--- src/hw/rob_pkg.sv ---
// ----------------------------------------------------------------------
// Shared sizes and types for the reorder buffer
// ROB_DEPTH must stay a power of two so the commit id wraps cleanly
// ----------------------------------------------------------------------

package rob_pkg;

  // ----------------------------------------------------------------------
  // Sizes
  // ----------------------------------------------------------------------
  localparam int DISP_SIZE    = 2;  // Slots per entry
  localparam int ROB_DEPTH    = 8;
  localparam int CMT_BUS_SIZE = 2;  // Done-report ports
  localparam int CMT_ENTRY_W  = 3;
  localparam int CMT_ID_W     = CMT_ENTRY_W + 1;  // Index plus wrap bit
  localparam int FFLAGS_W     = 5;

  // ----------------------------------------------------------------------
  // Types
  // ----------------------------------------------------------------------
  typedef logic [CMT_ID_W-1:0]  cmt_id_t;  // {wrap, index}
  typedef logic [DISP_SIZE-1:0] grp_id_t;  // One-hot slot or entry mask
  typedef logic [FFLAGS_W-1:0]  fflags_t;

  // True when the candidate slot is younger than the reference slot
  // Slot masks are one-hot, so a plain compare gives slot order
  function automatic logic is_younger(input cmt_id_t cand_id,
                                      input grp_id_t cand_grp,
                                      input cmt_id_t ref_id,
                                      input grp_id_t ref_grp);
    logic cand_msb;
    logic ref_msb;
    logic [CMT_ENTRY_W-1:0] cand_idx;
    logic [CMT_ENTRY_W-1:0] ref_idx;
    cand_msb = cand_id[CMT_ID_W-1];
    ref_msb  = ref_id[CMT_ID_W-1];
    cand_idx = cand_id[CMT_ENTRY_W-1:0];
    ref_idx  = ref_id[CMT_ENTRY_W-1:0];
    if (cand_id == ref_id) begin
      return cand_grp > ref_grp;
    end else if (cand_msb == ref_msb) begin
      return cand_idx > ref_idx;
    end else begin
      return cand_idx < ref_idx;  // Reference has not wrapped yet
    end
  endfunction

endpackage

--- src/hw/rob_entry.sv ---
// ----------------------------------------------------------------------
// Done reports match on entry index only and must carry a one-hot slot
// A kill in the load cycle does not reach the entry being loaded
// ----------------------------------------------------------------------
`timescale 1ns/1ns

module rob_entry (
  input  logic                                         i_clk,
  input  logic                                         i_reset_n,
  input  logic [rob_pkg::CMT_ENTRY_W-1:0]              i_entry_idx,
  input  rob_pkg::cmt_id_t                             i_tail_cmt_id,
  input  logic                                         i_load_valid,
  input  rob_pkg::grp_id_t                             i_load_grp_id,
  input  logic [rob_pkg::CMT_BUS_SIZE-1:0]             i_done_valid,
  input  rob_pkg::cmt_id_t [rob_pkg::CMT_BUS_SIZE-1:0] i_done_cmt_id,
  input  rob_pkg::grp_id_t [rob_pkg::CMT_BUS_SIZE-1:0] i_done_grp_id,
  input  logic [rob_pkg::CMT_BUS_SIZE-1:0]             i_done_except,
  input  rob_pkg::fflags_t [rob_pkg::CMT_BUS_SIZE-1:0] i_done_fflags,
  input  logic                                         i_br_update,
  input  rob_pkg::cmt_id_t                             i_br_cmt_id,
  input  rob_pkg::grp_id_t                             i_br_grp_id,
  input  logic                                         i_br_mispredict,
  input  logic                                         i_kill,
  input  logic                                         i_commit_finish,
  output logic                                         o_valid,
  output rob_pkg::cmt_id_t                             o_cmt_id,
  output rob_pkg::grp_id_t                             o_grp_id,
  output rob_pkg::grp_id_t                             o_dead,
  output rob_pkg::grp_id_t                             o_except,
  output rob_pkg::fflags_t [rob_pkg::DISP_SIZE-1:0]    o_fflags,
  output logic                                         o_block_all_done
);
  import rob_pkg::*;

  logic                      r_valid;
  logic                      r_msb;
  grp_id_t                   r_grp_id;
  grp_id_t                   r_done;
  grp_id_t                   r_dead;
  grp_id_t                   r_except;
  fflags_t [DISP_SIZE-1:0]   r_fflags;

  logic                      w_valid_next;
  logic                      w_msb_next;
  grp_id_t                   w_grp_next;
  grp_id_t                   w_done_next;
  grp_id_t                   w_dead_next;
  grp_id_t                   w_except_next;
  fflags_t [DISP_SIZE-1:0]   w_fflags_next;

  cmt_id_t                   w_cmt_id;
  cmt_id_t                   w_load_cmt_id;
  grp_id_t                   w_rpt_valid;
  grp_id_t                   w_rpt_except;
  fflags_t [DISP_SIZE-1:0]   w_rpt_fflags;
  grp_id_t                   w_exc_src;
  grp_id_t                   w_exc_tree;
  grp_id_t                   w_br_kill;
  grp_id_t                   w_br_kill_load;

  assign w_cmt_id      = {r_msb, i_entry_idx};
  assign w_load_cmt_id = {i_tail_cmt_id[CMT_ID_W-1], i_entry_idx};

  // Gather done reports addressed to each slot of this entry
  always_comb begin
    w_rpt_valid  = '0;
    w_rpt_except = '0;
    w_rpt_fflags = '0;
    for (int d = 0; d < DISP_SIZE; d++) begin
      for (int c = 0; c < CMT_BUS_SIZE; c++) begin
        if (i_done_valid[c] && i_done_cmt_id[c][CMT_ENTRY_W-1:0] == i_entry_idx &&
            i_done_grp_id[c] == grp_id_t'(1 << d)) begin
          w_rpt_valid[d]  = 1'b1;
          w_rpt_except[d] = w_rpt_except[d] | i_done_except[c];
          w_rpt_fflags[d] = w_rpt_fflags[d] | i_done_fflags[c];
        end
      end
    end
  end

  // ----------------------------------------------------------------------
  // Kill sources
  // ----------------------------------------------------------------------
  // Lower-bit tree so every slot after an excepting slot goes dead
  always_comb begin
    w_exc_src     = (w_rpt_valid & w_rpt_except) << 1;
    w_exc_tree[0] = w_exc_src[0];
    for (int d = 1; d < DISP_SIZE; d++) begin
      w_exc_tree[d] = w_exc_tree[d-1] | w_exc_src[d];
    end
  end

  always_comb begin
    for (int d = 0; d < DISP_SIZE; d++) begin
      w_br_kill[d]      = i_br_update & i_br_mispredict &
                          is_younger(w_cmt_id, grp_id_t'(1 << d), i_br_cmt_id, i_br_grp_id);
      w_br_kill_load[d] = i_br_update & i_br_mispredict &
                          is_younger(w_load_cmt_id, grp_id_t'(1 << d), i_br_cmt_id, i_br_grp_id);
    end
  end

  // ----------------------------------------------------------------------
  // Next state
  // ----------------------------------------------------------------------
  always_comb begin
    w_valid_next  = r_valid;
    w_msb_next    = r_msb;
    w_grp_next    = r_grp_id;
    w_done_next   = r_done;
    w_dead_next   = r_dead;
    w_except_next = r_except;
    w_fflags_next = r_fflags;

    if (i_load_valid) begin
      w_valid_next  = 1'b1;
      w_msb_next    = i_tail_cmt_id[CMT_ID_W-1];
      w_grp_next    = i_load_grp_id;
      w_done_next   = w_br_kill_load & i_load_grp_id;  // Killed on arrival
      w_dead_next   = w_br_kill_load & i_load_grp_id;
      w_except_next = '0;
      w_fflags_next = '0;
    end

    if (r_valid) begin
      if (i_commit_finish & o_block_all_done) w_valid_next = 1'b0;
      w_done_next   = r_done | w_rpt_valid | (w_br_kill & r_grp_id);
      w_dead_next   = r_dead | ((w_exc_tree | w_br_kill) & r_grp_id);
      w_except_next = r_except | (w_rpt_valid & w_rpt_except);
      for (int d = 0; d < DISP_SIZE; d++) begin
        if (w_rpt_valid[d] && !r_dead[d]) w_fflags_next[d] = w_rpt_fflags[d];
      end
      if (i_kill) w_dead_next = r_grp_id;  // Every grouped slot
    end
  end

  always_ff @(posedge i_clk or negedge i_reset_n) begin
    if (!i_reset_n) begin
      r_valid  <= 1'b0;
      r_msb    <= 1'b0;
      r_grp_id <= '0;
      r_done   <= '0;
      r_dead   <= '0;
      r_except <= '0;
      r_fflags <= '0;
    end else begin
      r_valid  <= w_valid_next;
      r_msb    <= w_msb_next;
      r_grp_id <= w_grp_next;
      r_done   <= w_done_next;
      r_dead   <= w_dead_next;
      r_except <= w_except_next;
      r_fflags <= w_fflags_next;
    end
  end

  assign o_valid          = r_valid;
  assign o_cmt_id         = w_cmt_id;
  assign o_grp_id         = r_grp_id;
  assign o_dead           = r_dead;
  assign o_except         = r_except;
  assign o_fflags         = r_fflags;
  assign o_block_all_done = r_valid & (((r_done | r_dead) & r_grp_id) == r_grp_id);

endmodule

--- src/hw/rob_alloc.sv ---
// ----------------------------------------------------------------------
// Ready depends on registered pointers only
// ----------------------------------------------------------------------
`timescale 1ns/1ns

module rob_alloc (
  input  logic                          i_clk,
  input  logic                          i_reset_n,
  input  logic                          i_disp_valid,
  input  rob_pkg::cmt_id_t              i_head_cmt_id,
  output logic                          o_disp_ready,
  output rob_pkg::cmt_id_t              o_tail_cmt_id,
  output logic [rob_pkg::ROB_DEPTH-1:0] o_load_vec
);
  import rob_pkg::*;

  cmt_id_t                r_tail;
  logic [CMT_ENTRY_W-1:0] w_tail_idx;
  logic [CMT_ENTRY_W-1:0] w_head_idx;
  logic                   w_full;
  logic                   w_accept;

  assign w_tail_idx = r_tail[CMT_ENTRY_W-1:0];
  assign w_head_idx = i_head_cmt_id[CMT_ENTRY_W-1:0];

  // Same index on different laps means every entry is taken
  assign w_full   = (w_tail_idx == w_head_idx) &&
                    (r_tail[CMT_ID_W-1] != i_head_cmt_id[CMT_ID_W-1]);
  assign w_accept = i_disp_valid & ~w_full;

  always_ff @(posedge i_clk or negedge i_reset_n) begin
    if (!i_reset_n) begin
      r_tail <= '0;
    end else if (w_accept) begin
      r_tail <= r_tail + 1'b1;  // Wrap bit flips past the last entry
    end
  end

  assign o_disp_ready  = ~w_full;
  assign o_tail_cmt_id = r_tail;
  assign o_load_vec    = w_accept ? (ROB_DEPTH'(1) << w_tail_idx) : '0;

endmodule

--- src/hw/rob_commit.sv ---
// ----------------------------------------------------------------------
// Retires at most one entry per cycle, with no back-pressure on retire
// ----------------------------------------------------------------------
`timescale 1ns/1ns

module rob_commit (
  input  logic                                                          i_clk,
  input  logic                                                          i_reset_n,
  input  logic [rob_pkg::ROB_DEPTH-1:0]                                 i_entry_done,
  input  rob_pkg::grp_id_t [rob_pkg::ROB_DEPTH-1:0]                     i_entry_grp_id,
  input  rob_pkg::grp_id_t [rob_pkg::ROB_DEPTH-1:0]                     i_entry_dead,
  input  rob_pkg::grp_id_t [rob_pkg::ROB_DEPTH-1:0]                     i_entry_except,
  input  rob_pkg::fflags_t [rob_pkg::ROB_DEPTH-1:0][rob_pkg::DISP_SIZE-1:0] i_entry_fflags,
  output rob_pkg::cmt_id_t                                              o_head_cmt_id,
  output logic [rob_pkg::ROB_DEPTH-1:0]                                 o_finish_vec,
  output logic                                                          o_commit_valid,
  output rob_pkg::cmt_id_t                                              o_commit_cmt_id,
  output rob_pkg::grp_id_t                                              o_commit_grp_id,
  output rob_pkg::grp_id_t                                              o_commit_dead,
  output logic                                                          o_commit_except,
  output rob_pkg::fflags_t                                              o_commit_fflags
);
  import rob_pkg::*;

  cmt_id_t                r_head;
  logic [CMT_ENTRY_W-1:0] w_head_idx;
  grp_id_t                w_live;

  assign w_head_idx = r_head[CMT_ENTRY_W-1:0];

  always_ff @(posedge i_clk or negedge i_reset_n) begin
    if (!i_reset_n) begin
      r_head <= '0;
    end else if (o_commit_valid) begin
      r_head <= r_head + 1'b1;
    end
  end

  // ----------------------------------------------------------------------
  // Head entry select
  // ----------------------------------------------------------------------
  assign o_commit_valid  = i_entry_done[w_head_idx];
  assign o_commit_cmt_id = r_head;
  assign o_commit_grp_id = i_entry_grp_id[w_head_idx];
  assign o_commit_dead   = i_entry_dead[w_head_idx];

  assign w_live          = i_entry_grp_id[w_head_idx] & ~i_entry_dead[w_head_idx];
  assign o_commit_except = |(i_entry_except[w_head_idx] & w_live);  // Dead slots never trap

  always_comb begin
    o_commit_fflags = '0;
    for (int d = 0; d < DISP_SIZE; d++) begin
      if (w_live[d]) o_commit_fflags = o_commit_fflags | i_entry_fflags[w_head_idx][d];
    end
  end

  assign o_head_cmt_id = r_head;
  assign o_finish_vec  = o_commit_valid ? (ROB_DEPTH'(1) << w_head_idx) : '0;

endmodule

--- src/hw/rob_top.sv ---
// ----------------------------------------------------------------------
// Two-wide reorder buffer with 8 entries and two done-report ports
// Branch and kill strobes act at the edge where they are sampled
// ----------------------------------------------------------------------
`timescale 1ns/1ns

module rob_top (
  input  logic                                         i_clk,
  input  logic                                         i_reset_n,
  input  logic                                         i_disp_valid,
  input  rob_pkg::grp_id_t                             i_disp_grp_id,
  output logic                                         o_disp_ready,
  output rob_pkg::cmt_id_t                             o_disp_cmt_id,
  input  logic [rob_pkg::CMT_BUS_SIZE-1:0]             i_done_valid,
  input  rob_pkg::cmt_id_t [rob_pkg::CMT_BUS_SIZE-1:0] i_done_cmt_id,
  input  rob_pkg::grp_id_t [rob_pkg::CMT_BUS_SIZE-1:0] i_done_grp_id,
  input  logic [rob_pkg::CMT_BUS_SIZE-1:0]             i_done_except,
  input  rob_pkg::fflags_t [rob_pkg::CMT_BUS_SIZE-1:0] i_done_fflags,
  input  logic                                         i_br_update,
  input  rob_pkg::cmt_id_t                             i_br_cmt_id,
  input  rob_pkg::grp_id_t                             i_br_grp_id,
  input  logic                                         i_br_mispredict,
  input  logic                                         i_kill,
  output logic                                         o_commit_valid,
  output rob_pkg::cmt_id_t                             o_commit_cmt_id,
  output rob_pkg::grp_id_t                             o_commit_grp_id,
  output rob_pkg::grp_id_t                             o_commit_dead,
  output logic                                         o_commit_except,
  output rob_pkg::fflags_t                             o_commit_fflags
);
  import rob_pkg::*;

  cmt_id_t                                w_tail_cmt_id;
  cmt_id_t                                w_head_cmt_id;
  logic [ROB_DEPTH-1:0]                   w_load_vec;
  logic [ROB_DEPTH-1:0]                   w_finish_vec;
  logic [ROB_DEPTH-1:0]                   w_entry_valid;
  logic [ROB_DEPTH-1:0]                   w_entry_done;
  grp_id_t [ROB_DEPTH-1:0]                w_entry_grp_id;
  grp_id_t [ROB_DEPTH-1:0]                w_entry_dead;
  grp_id_t [ROB_DEPTH-1:0]                w_entry_except;
  fflags_t [ROB_DEPTH-1:0][DISP_SIZE-1:0] w_entry_fflags;

  assign o_disp_cmt_id = w_tail_cmt_id;  // Id of the group taken at this edge

  for (genvar e = 0; e < ROB_DEPTH; e++) begin : g_entry
    rob_entry u_entry (
      .i_clk            (i_clk),
      .i_reset_n        (i_reset_n),
      .i_entry_idx      (CMT_ENTRY_W'(e)),
      .i_tail_cmt_id    (w_tail_cmt_id),
      .i_load_valid     (w_load_vec[e]),
      .i_load_grp_id    (i_disp_grp_id),
      .i_done_valid     (i_done_valid),
      .i_done_cmt_id    (i_done_cmt_id),
      .i_done_grp_id    (i_done_grp_id),
      .i_done_except    (i_done_except),
      .i_done_fflags    (i_done_fflags),
      .i_br_update      (i_br_update),
      .i_br_cmt_id      (i_br_cmt_id),
      .i_br_grp_id      (i_br_grp_id),
      .i_br_mispredict  (i_br_mispredict),
      .i_kill           (i_kill),
      .i_commit_finish  (w_finish_vec[e]),
      .o_valid          (w_entry_valid[e]),
      .o_cmt_id         (),
      .o_grp_id         (w_entry_grp_id[e]),
      .o_dead           (w_entry_dead[e]),
      .o_except         (w_entry_except[e]),
      .o_fflags         (w_entry_fflags[e]),
      .o_block_all_done (w_entry_done[e])
    );
  end

  rob_alloc u_alloc (
    .i_clk         (i_clk),
    .i_reset_n     (i_reset_n),
    .i_disp_valid  (i_disp_valid),
    .i_head_cmt_id (w_head_cmt_id),
    .o_disp_ready  (o_disp_ready),
    .o_tail_cmt_id (w_tail_cmt_id),
    .o_load_vec    (w_load_vec)
  );

  rob_commit u_commit (
    .i_clk           (i_clk),
    .i_reset_n       (i_reset_n),
    .i_entry_done    (w_entry_done),
    .i_entry_grp_id  (w_entry_grp_id),
    .i_entry_dead    (w_entry_dead),
    .i_entry_except  (w_entry_except),
    .i_entry_fflags  (w_entry_fflags),
    .o_head_cmt_id   (w_head_cmt_id),
    .o_finish_vec    (w_finish_vec),
    .o_commit_valid  (o_commit_valid),
    .o_commit_cmt_id (o_commit_cmt_id),
    .o_commit_grp_id (o_commit_grp_id),
    .o_commit_dead   (o_commit_dead),
    .o_commit_except (o_commit_except),
    .o_commit_fflags (o_commit_fflags)
  );

endmodule

--- config.mk ---
export PLATFORM = sky130hd
export DESIGN_NAME = rob_top
export DESIGN_NICKNAME = d
export VERILOG_FILES = /design/src/hw/rob_pkg.sv /design/src/hw/rob_entry.sv /design/src/hw/rob_alloc.sv /design/src/hw/rob_commit.sv /design/src/hw/rob_top.sv
export SDC_FILE = /design/constraint.sdc
export NUM_CORES = 1
export LEC_CHECK = 0
export BUFFER_PORTS_ARGS = -buffer_cell sky130_fd_sc_hd__clkbuf_2
export CORE_ASPECT_RATIO = 1.75
export CORE_MARGIN = 1
export CORE_UTILIZATION = 48
export CTS_CLUSTER_SIZE = 40
export DETAILED_ROUTE_END_ITERATION = 8
export GPL_TIMING_DRIVEN = 0
export PLACE_DENSITY = 0.64
export SLEW_MARGIN = 25
export SYNTH_ARGS = -nofsm -noshare
export SYNTH_HDL_FRONTEND = slang
export SYNTH_SLANG_ARGS = --single-unit
--- constraint.sdc ---
create_clock -name i_clk -period 2.66 [get_ports i_clk]
set_input_delay 0.266 -clock i_clk [delete_from_list [all_inputs] [get_ports i_clk]]
set_output_delay 0.266 -clock i_clk [all_outputs]
set_load 0.03 [all_outputs]
# After elaboration in Yosys (flattened, before gate mapping)
# Cells that the tools add are included.
# classes
n_lt_le_gt_ge	19
n_mux	262
bitwise_logic	175
n_eq_ne	53
shift	2
reduce_logical	92
n_addsub	2
# op_table
cell	n
5-bit 2-to-1 mux	50
10-bit 2-to-1 mux	17
1-bit 2-to-1 mux	137
2-bit 2-to-1 mux	51
2-bit OR	48
5-bit OR	17
2-bit AND	42
1-bit logical AND	65
4-bit == test	16
1-bit AND	50
10-bit binary-select mux with 3-bit select	1
3-bit == test, second input constant	8
2-bit binary-select mux with 3-bit select	3
2-bit == test	8
1-bit logical NOT	16
8-bit 2-to-1 mux	2
1-bit OR	16
2-bit nonzero test	8
1-bit by 3-bit << shifter with 8-bit output, first input constant	2
3-bit by 2-bit == test with 1-bit output, second input constant	4
3-bit > comparator, first input constant	4
3-bit less-than comparator, first input constant	4
1-bit == test	9
4-bit by 1-bit adder with 4-bit output, second input constant	2
17 further kinds	25
# totals
elab_cells	671
regBits	168
out_inout_bits	20
in_bits	40

# Logic depth before layout (Yosys ltp)
# depth
ltp_word	12
ltp_mapped	8
ltp_nobuf	7

# By module
# A second synthesis with hierarchy kept.
# hier_totals
cells_unflattened	1198
area_unflattened_um2	12104.1
# by_module_without_submodules
mod	cells_each	instances	area_per_inst_um2
rob_entry	132	8	1291.2
rob_commit	104	1	1401.3
rob_alloc	36	1	365.4
rob_top	2	1	7.5

# Worst setup path after synthesis
# No wires, ideal clock.
# synth_timing
path_kind	register -> output
start	reg u_commit.r_head[0] (netlist: u_commit.o_commit_cmt_id[0])
end	out o_commit_fflags[0]
path_stages_with_launch	6
arrival_time_ns	2.954
setup_slack_ns	-0.560
t_required_ns	2.394
cell_sequence	dfrtp_1 > buf_4 > mux4_2 > o21ai_0 > nand3_1 > o22ai_1
# synth_lines
item	line_no	source
start: declaration	rob_commit.sv:25	cmt_id_t r_head;
start signal: assignment	rob_commit.sv:35	r_head <= r_head + 1'b1;
2-bit binary-select mux with 3-bit select *	-	
2-bit 2-to-1 mux *	-	
net o_commit_grp_id[0]	rob_top.sv:26	output rob_pkg::grp_id_t o_commit_grp_id,
2-bit AND *	rob_commit.sv:47	assign w_live = i_entry_grp_id[w_head_idx] & ~i_entry_dead[w_head_idx];
5-bit 2-to-1 mux *	rob_commit.sv:53	if (w_live[d]) o_commit_fflags = o_commit_fflags | i_entry_fflags[w_head_idx][d];
5-bit OR	rob_commit.sv:53	
5-bit 2-to-1 mux *	rob_commit.sv:53	
end: declaration	rob_top.sv:29	output rob_pkg::fflags_t o_commit_fflags
# Mark *: on every way through the listed nets, which the timed path passes. The rest lies on a longest branch. The select of a mux whose other input is x is not followed.

# Final worst setup path
# layout_timing
start	reg u_commit.r_head[0] (netlist: u_commit.o_commit_cmt_id[0])
end	out o_commit_fflags[2]
# layout_via
elab_chain_len	7
# layout_rtl
item	line_no
2-bit binary-select mux with 3-bit select	rob_commit.sv:47
2-bit 2-to-1 mux (implied by the code)	rob_commit.sv:47
2-bit NOT	rob_commit.sv:47
2-bit AND	rob_commit.sv:47
5-bit 2-to-1 mux	rob_commit.sv:53
5-bit OR	rob_commit.sv:53
5-bit 2-to-1 mux *	rob_commit.sv:53
# Mark *: on every way between the ends. The rest lies on a longest branch, timed or not. The select of a mux whose other input is x is not followed.

==> results.cfg <==
[global_routing]
antenna_found_initial = 0
grt_start_max_net_pins = 77
global_route_wire_length_before_repair_mm = 60.6
grt_pass1_vias = 10009
track_usage = 0.373
globalRoute.totalOverflow = 0

[power]
worst_ir_drop_vdd_uv = 1240
leakage_nw = 4.83
power_per_cell_area_mw_per_mm2 = 1190

[detailed_routing]
drt_iter0_markers = 947
route.vias.total = 9963
final_antenna_net_count = 0
drt-pass1-iter-count = 8
detail_route.drc_violations = 0
avgRoutedWirePerCell_um = 27.9
detail_route.wirelength_mm = 40.4
vias_per_cell = 6.89

[synth]
netlist_instances = 1064
ys_warn_count = 0
share_of_synthesized_area_occupied_by_flip_flops_and_latches = 0.398
mappedNetlistNets = 1116
mappedNetlistArea_mm2 = 0.0106
most_area_consuming_cells_after_synthesis = sky130_fd_sc_hd__dfrtp_1 40%, sky130_fd_sc_hd__mux4_2 7.5%, sky130_fd_sc_hd__a22oi_1 5.8%
synth_largest_area_cell = sky130_fd_sc_hd__dfrtp_1
yosys.cell_types.count = 76
ys_seq_elements = 168
syn-mean-instance-area_um2 = 9.94
synth.top_cell.area_share = 0.398
synth_edf_count = 0
synthArstFlopShare = 1.00
synth_top_flop_cell = sky130_fd_sc_hd__dfrtp_1

[floorplan]
die_area_mm2 = 0.0227
die_height_um = 198
die_w_um = 114
placementRows = 71
initial_core_util = 0.490
core_outline_area_mm2 = 0.0216
ioPinCount = 60

[clocking]
cts_tree = done
clock-sinks = 168
numCtsBuffers = 17
clk_root_buffer_cell = sky130_fd_sc_hd__clkbuf_16
clk_path_buf_depth = 2
cts-htree-levels = 4
clk-insertion-delay-late_ns = 0.45
clk_pin_slew_worst_paths_ns = 0.06

[layout]
area.growth.synth_to_final_pct = 15.5
final_nets = 1195
mostFrequentLayoutCells = 168 x sky130_fd_sc_hd__dfrtp_1, 85 x sky130_fd_sc_hd__nand2_1, 82 x sky130_fd_sc_hd__a22oi_1, 71 x sky130_fd_sc_hd__nor2_1, 70 x sky130_fd_sc_hd__o2bb2ai_1
n_fill_cell = 1957
final_core_area_utilization = 0.566
share_of_post_route_cells_with_drive_strength_above_1 = 0.180
antenna_cells = 0
final_common_cell = sky130_fd_sc_hd__dfrtp_1

[setup_path]
critical_path.endpoint_type = output pin
timing_worst_setup_path_type = reg2out
setup.worst_path.start_class = register
worst_ep_required_time_ns = 2.39
worstPathArrival_ns = 2.41
timing.critical_path.fanout_max = 7
max_stage_delay_ns = 0.57
critical_path.slowest_cell = sky130_fd_sc_hd__mux4_2
path_cells = buf_12, buf_16, mux4_2, nand2_2, nand3_4, o22ai_2, clkbuf_8

[flow_run]
drv.max_cap_violation_count = 0

[sta]
unrepaired_setup_endpoints_after_global_routing = true
fin_skew_ns = 0.00931
max_freq_mhz = 373
hold_ws_ns = 0.316
period_share = 1.01
final_number_of_max_transition_violations = 0
setup_viol = 3
post-route-worst-setup-slack_ns = -0.0203
layout_min_cycle_time_ns = 2.68
slew-limit-headroom = 0.346
max_slew.worst_pin.slew_ns = 0.974
finalHoldViolations = 0

[placement]
hpwlAfterDp_mm = 30.2
place.port_buffers = 43
gpl.final_weighted_congestion = 1.01

[run_status]
failed_checks = setup timing
status = finished with violations

[worst_hold_path]
worstHoldPathType = in2async
## cells in the mapped netlist (9+ instances only)
| cell | number |
|---|---|
| sky130_fd_sc_hd__inv_1 | 32 |
| sky130_fd_sc_hd__o2bb2ai_1 | 70 |
| sky130_fd_sc_hd__or3b_2 | 13 |
| sky130_fd_sc_hd__xnor2_1 | 14 |
| sky130_fd_sc_hd__o311ai_0 | 10 |
| sky130_fd_sc_hd__o32a_1 | 11 |
| sky130_fd_sc_hd__a21oi_1 | 35 |
| sky130_fd_sc_hd__mux4_2 | 35 |
| sky130_fd_sc_hd__mux2_2 | 12 |
| sky130_fd_sc_hd__or2_2 | 9 |
| sky130_fd_sc_hd__buf_1 | 9 |
| sky130_fd_sc_hd__a221oi_1 | 15 |
| sky130_fd_sc_hd__o21ai_0 | 34 |
| sky130_fd_sc_hd__mux2i_1 | 25 |
| sky130_fd_sc_hd__nor3_1 | 10 |
| sky130_fd_sc_hd__a22oi_1 | 82 |
| sky130_fd_sc_hd__nor2_1 | 71 |
| sky130_fd_sc_hd__ha_1 | 12 |
| sky130_fd_sc_hd__a211oi_1 | 14 |
| sky130_fd_sc_hd__or3_1 | 10 |
| sky130_fd_sc_hd__o21a_1 | 9 |
| sky130_fd_sc_hd__nand2_1 | 90 |
| sky130_fd_sc_hd__nand2b_1 | 18 |
| sky130_fd_sc_hd__clkbuf_1 | 51 |
| sky130_fd_sc_hd__a31oi_1 | 11 |
| sky130_fd_sc_hd__o22ai_1 | 13 |
| sky130_fd_sc_hd__nand3b_1 | 13 |
| sky130_fd_sc_hd__buf_2 | 17 |
| sky130_fd_sc_hd__a221o_1 | 10 |
| sky130_fd_sc_hd__nand3_1 | 23 |
| sky130_fd_sc_hd__dfrtp_1 | 168 |
## cells by family after synthesis
kind of cell	synth area share
adders and majority gates	0.0142
and+or+nand+nor	0.143
DFF	0.398
muxes	0.114
buffers and inverters	0.0433
xor gates and xnor gates	0.0182
AOI/OAI and AO/OA	0.270
## where the power goes
part	switching, W	internal (W)
clock network	0.00104	0.00127
registers	0.000915	0.00352
logic	0.00450	0.00324
total	0.00646	0.00803
## critical path: cells and delay by family, from the launching register on
| kind | cells | cell delay (ns) |
|---|---|---|
| multiplexers | 1 | 0.57 |
| buffers and inverters | 3 | 0.50 |
| flip-flops | 1 | 0.40 |
| AND/OR/NAND/NOR | 2 | 0.28 |
| AO/OA/AOI/OAI | 1 | 0.21 |
## routing by layer
layer / vias up / routed length [um] / GRT usage / share of wire
met1: 4917 / 14400 / 0.419 / 0.36
met5: - / 0 / 0 / 0
met4: 0 / 3830 / 0.307 / 0.095
met3: 189 / 2540 / 0.0735 / 0.063
met2: 558 / 19600 / 0.607 / 0.49
li1: 4299 / - / - / -
## layout make-up
cell class                      instances  area [um2]  area share
Inverter                               34         128      0.0105
Buffer                                 79         437      0.0358
Tap cell                              292         365      0.0299
Multi-Input combinational cell        782        6090       0.499
Timing Repair Buffer                   61         483      0.0396
Clock inverter                          5        50.0     0.00410
Clock buffer                           25         455      0.0373
Sequential cell                       168        4200       0.344
## registers in the layout, summed over array words and instances, names as in the netlist
register / flops
g_entry.u_entry.o_except: 16
g_entry.u_entry.r_msb: 8
g_entry.u_entry.o_dead: 16
g_entry.u_entry.o_fflags: 80
g_entry.u_entry.o_grp_id: 16
g_entry.u_entry.o_valid: 8
g_entry.u_entry.r_done: 16
u_alloc.o_tail_cmt_id: 4
u_commit.o_commit_cmt_id: 4
## repair_timing
| item | CTS | global route |
|---|---|---|
| setup endpoints to repair | 10 | 12 |
| buffers inserted | 10 | 4 |
| pin swaps | 8 | 3 |
| hold endpoints to repair | 42 | 0 |
| resized for setup | 67 | 12 |
| cloned | 0 | 1 |
| hold buffers | 1 | 0 |
## path summary, 6_finish.rpt
kind,to,startpoint,cells past startpoint,slack [ns]
min reg2reg,g_entry[2].u_entry.o_fflags[3],g_entry[2].u_entry.o_fflags[3],2,0.48
max,o_commit_fflags[2],u_commit.o_commit_cmt_id[0],7,-0.02
min in group i_clk,g_entry[2].u_entry.o_fflags[6],i_done_fflags[6],3,0.34
max reg2reg,g_entry[1].u_entry.r_msb,u_alloc.o_tail_cmt_id[1],6,0.11
max in group asynchronous,g_entry[5].u_entry.o_fflags[8],i_reset_n,4,1.27
min,g_entry[1].u_entry.o_fflags[1],i_reset_n,2,0.32
## metrics by stage
stage | worst slack, ns | setup TNS, ns | std cells | instance area [um2] | power, W
floorplan | 0.00374 | 0 | 1064 | 10600 | 0.00889
global placement | -1.94 | -326.48 | 1399 | 11200 | 0.0110
detailed placement | -0.872 | -5.36 | 1401 | 11300 | 0.0111
CTS | -0.0431 | -0.208 | 1441 | 12100 | 0.0141
global route | -0.0639 | -0.273 | 1446 | 12200 | 0.0151
finish | -0.0203 | -0.0312 | 1446 | 12200 | 0.0145
Power figures use the tool's default switching activity.
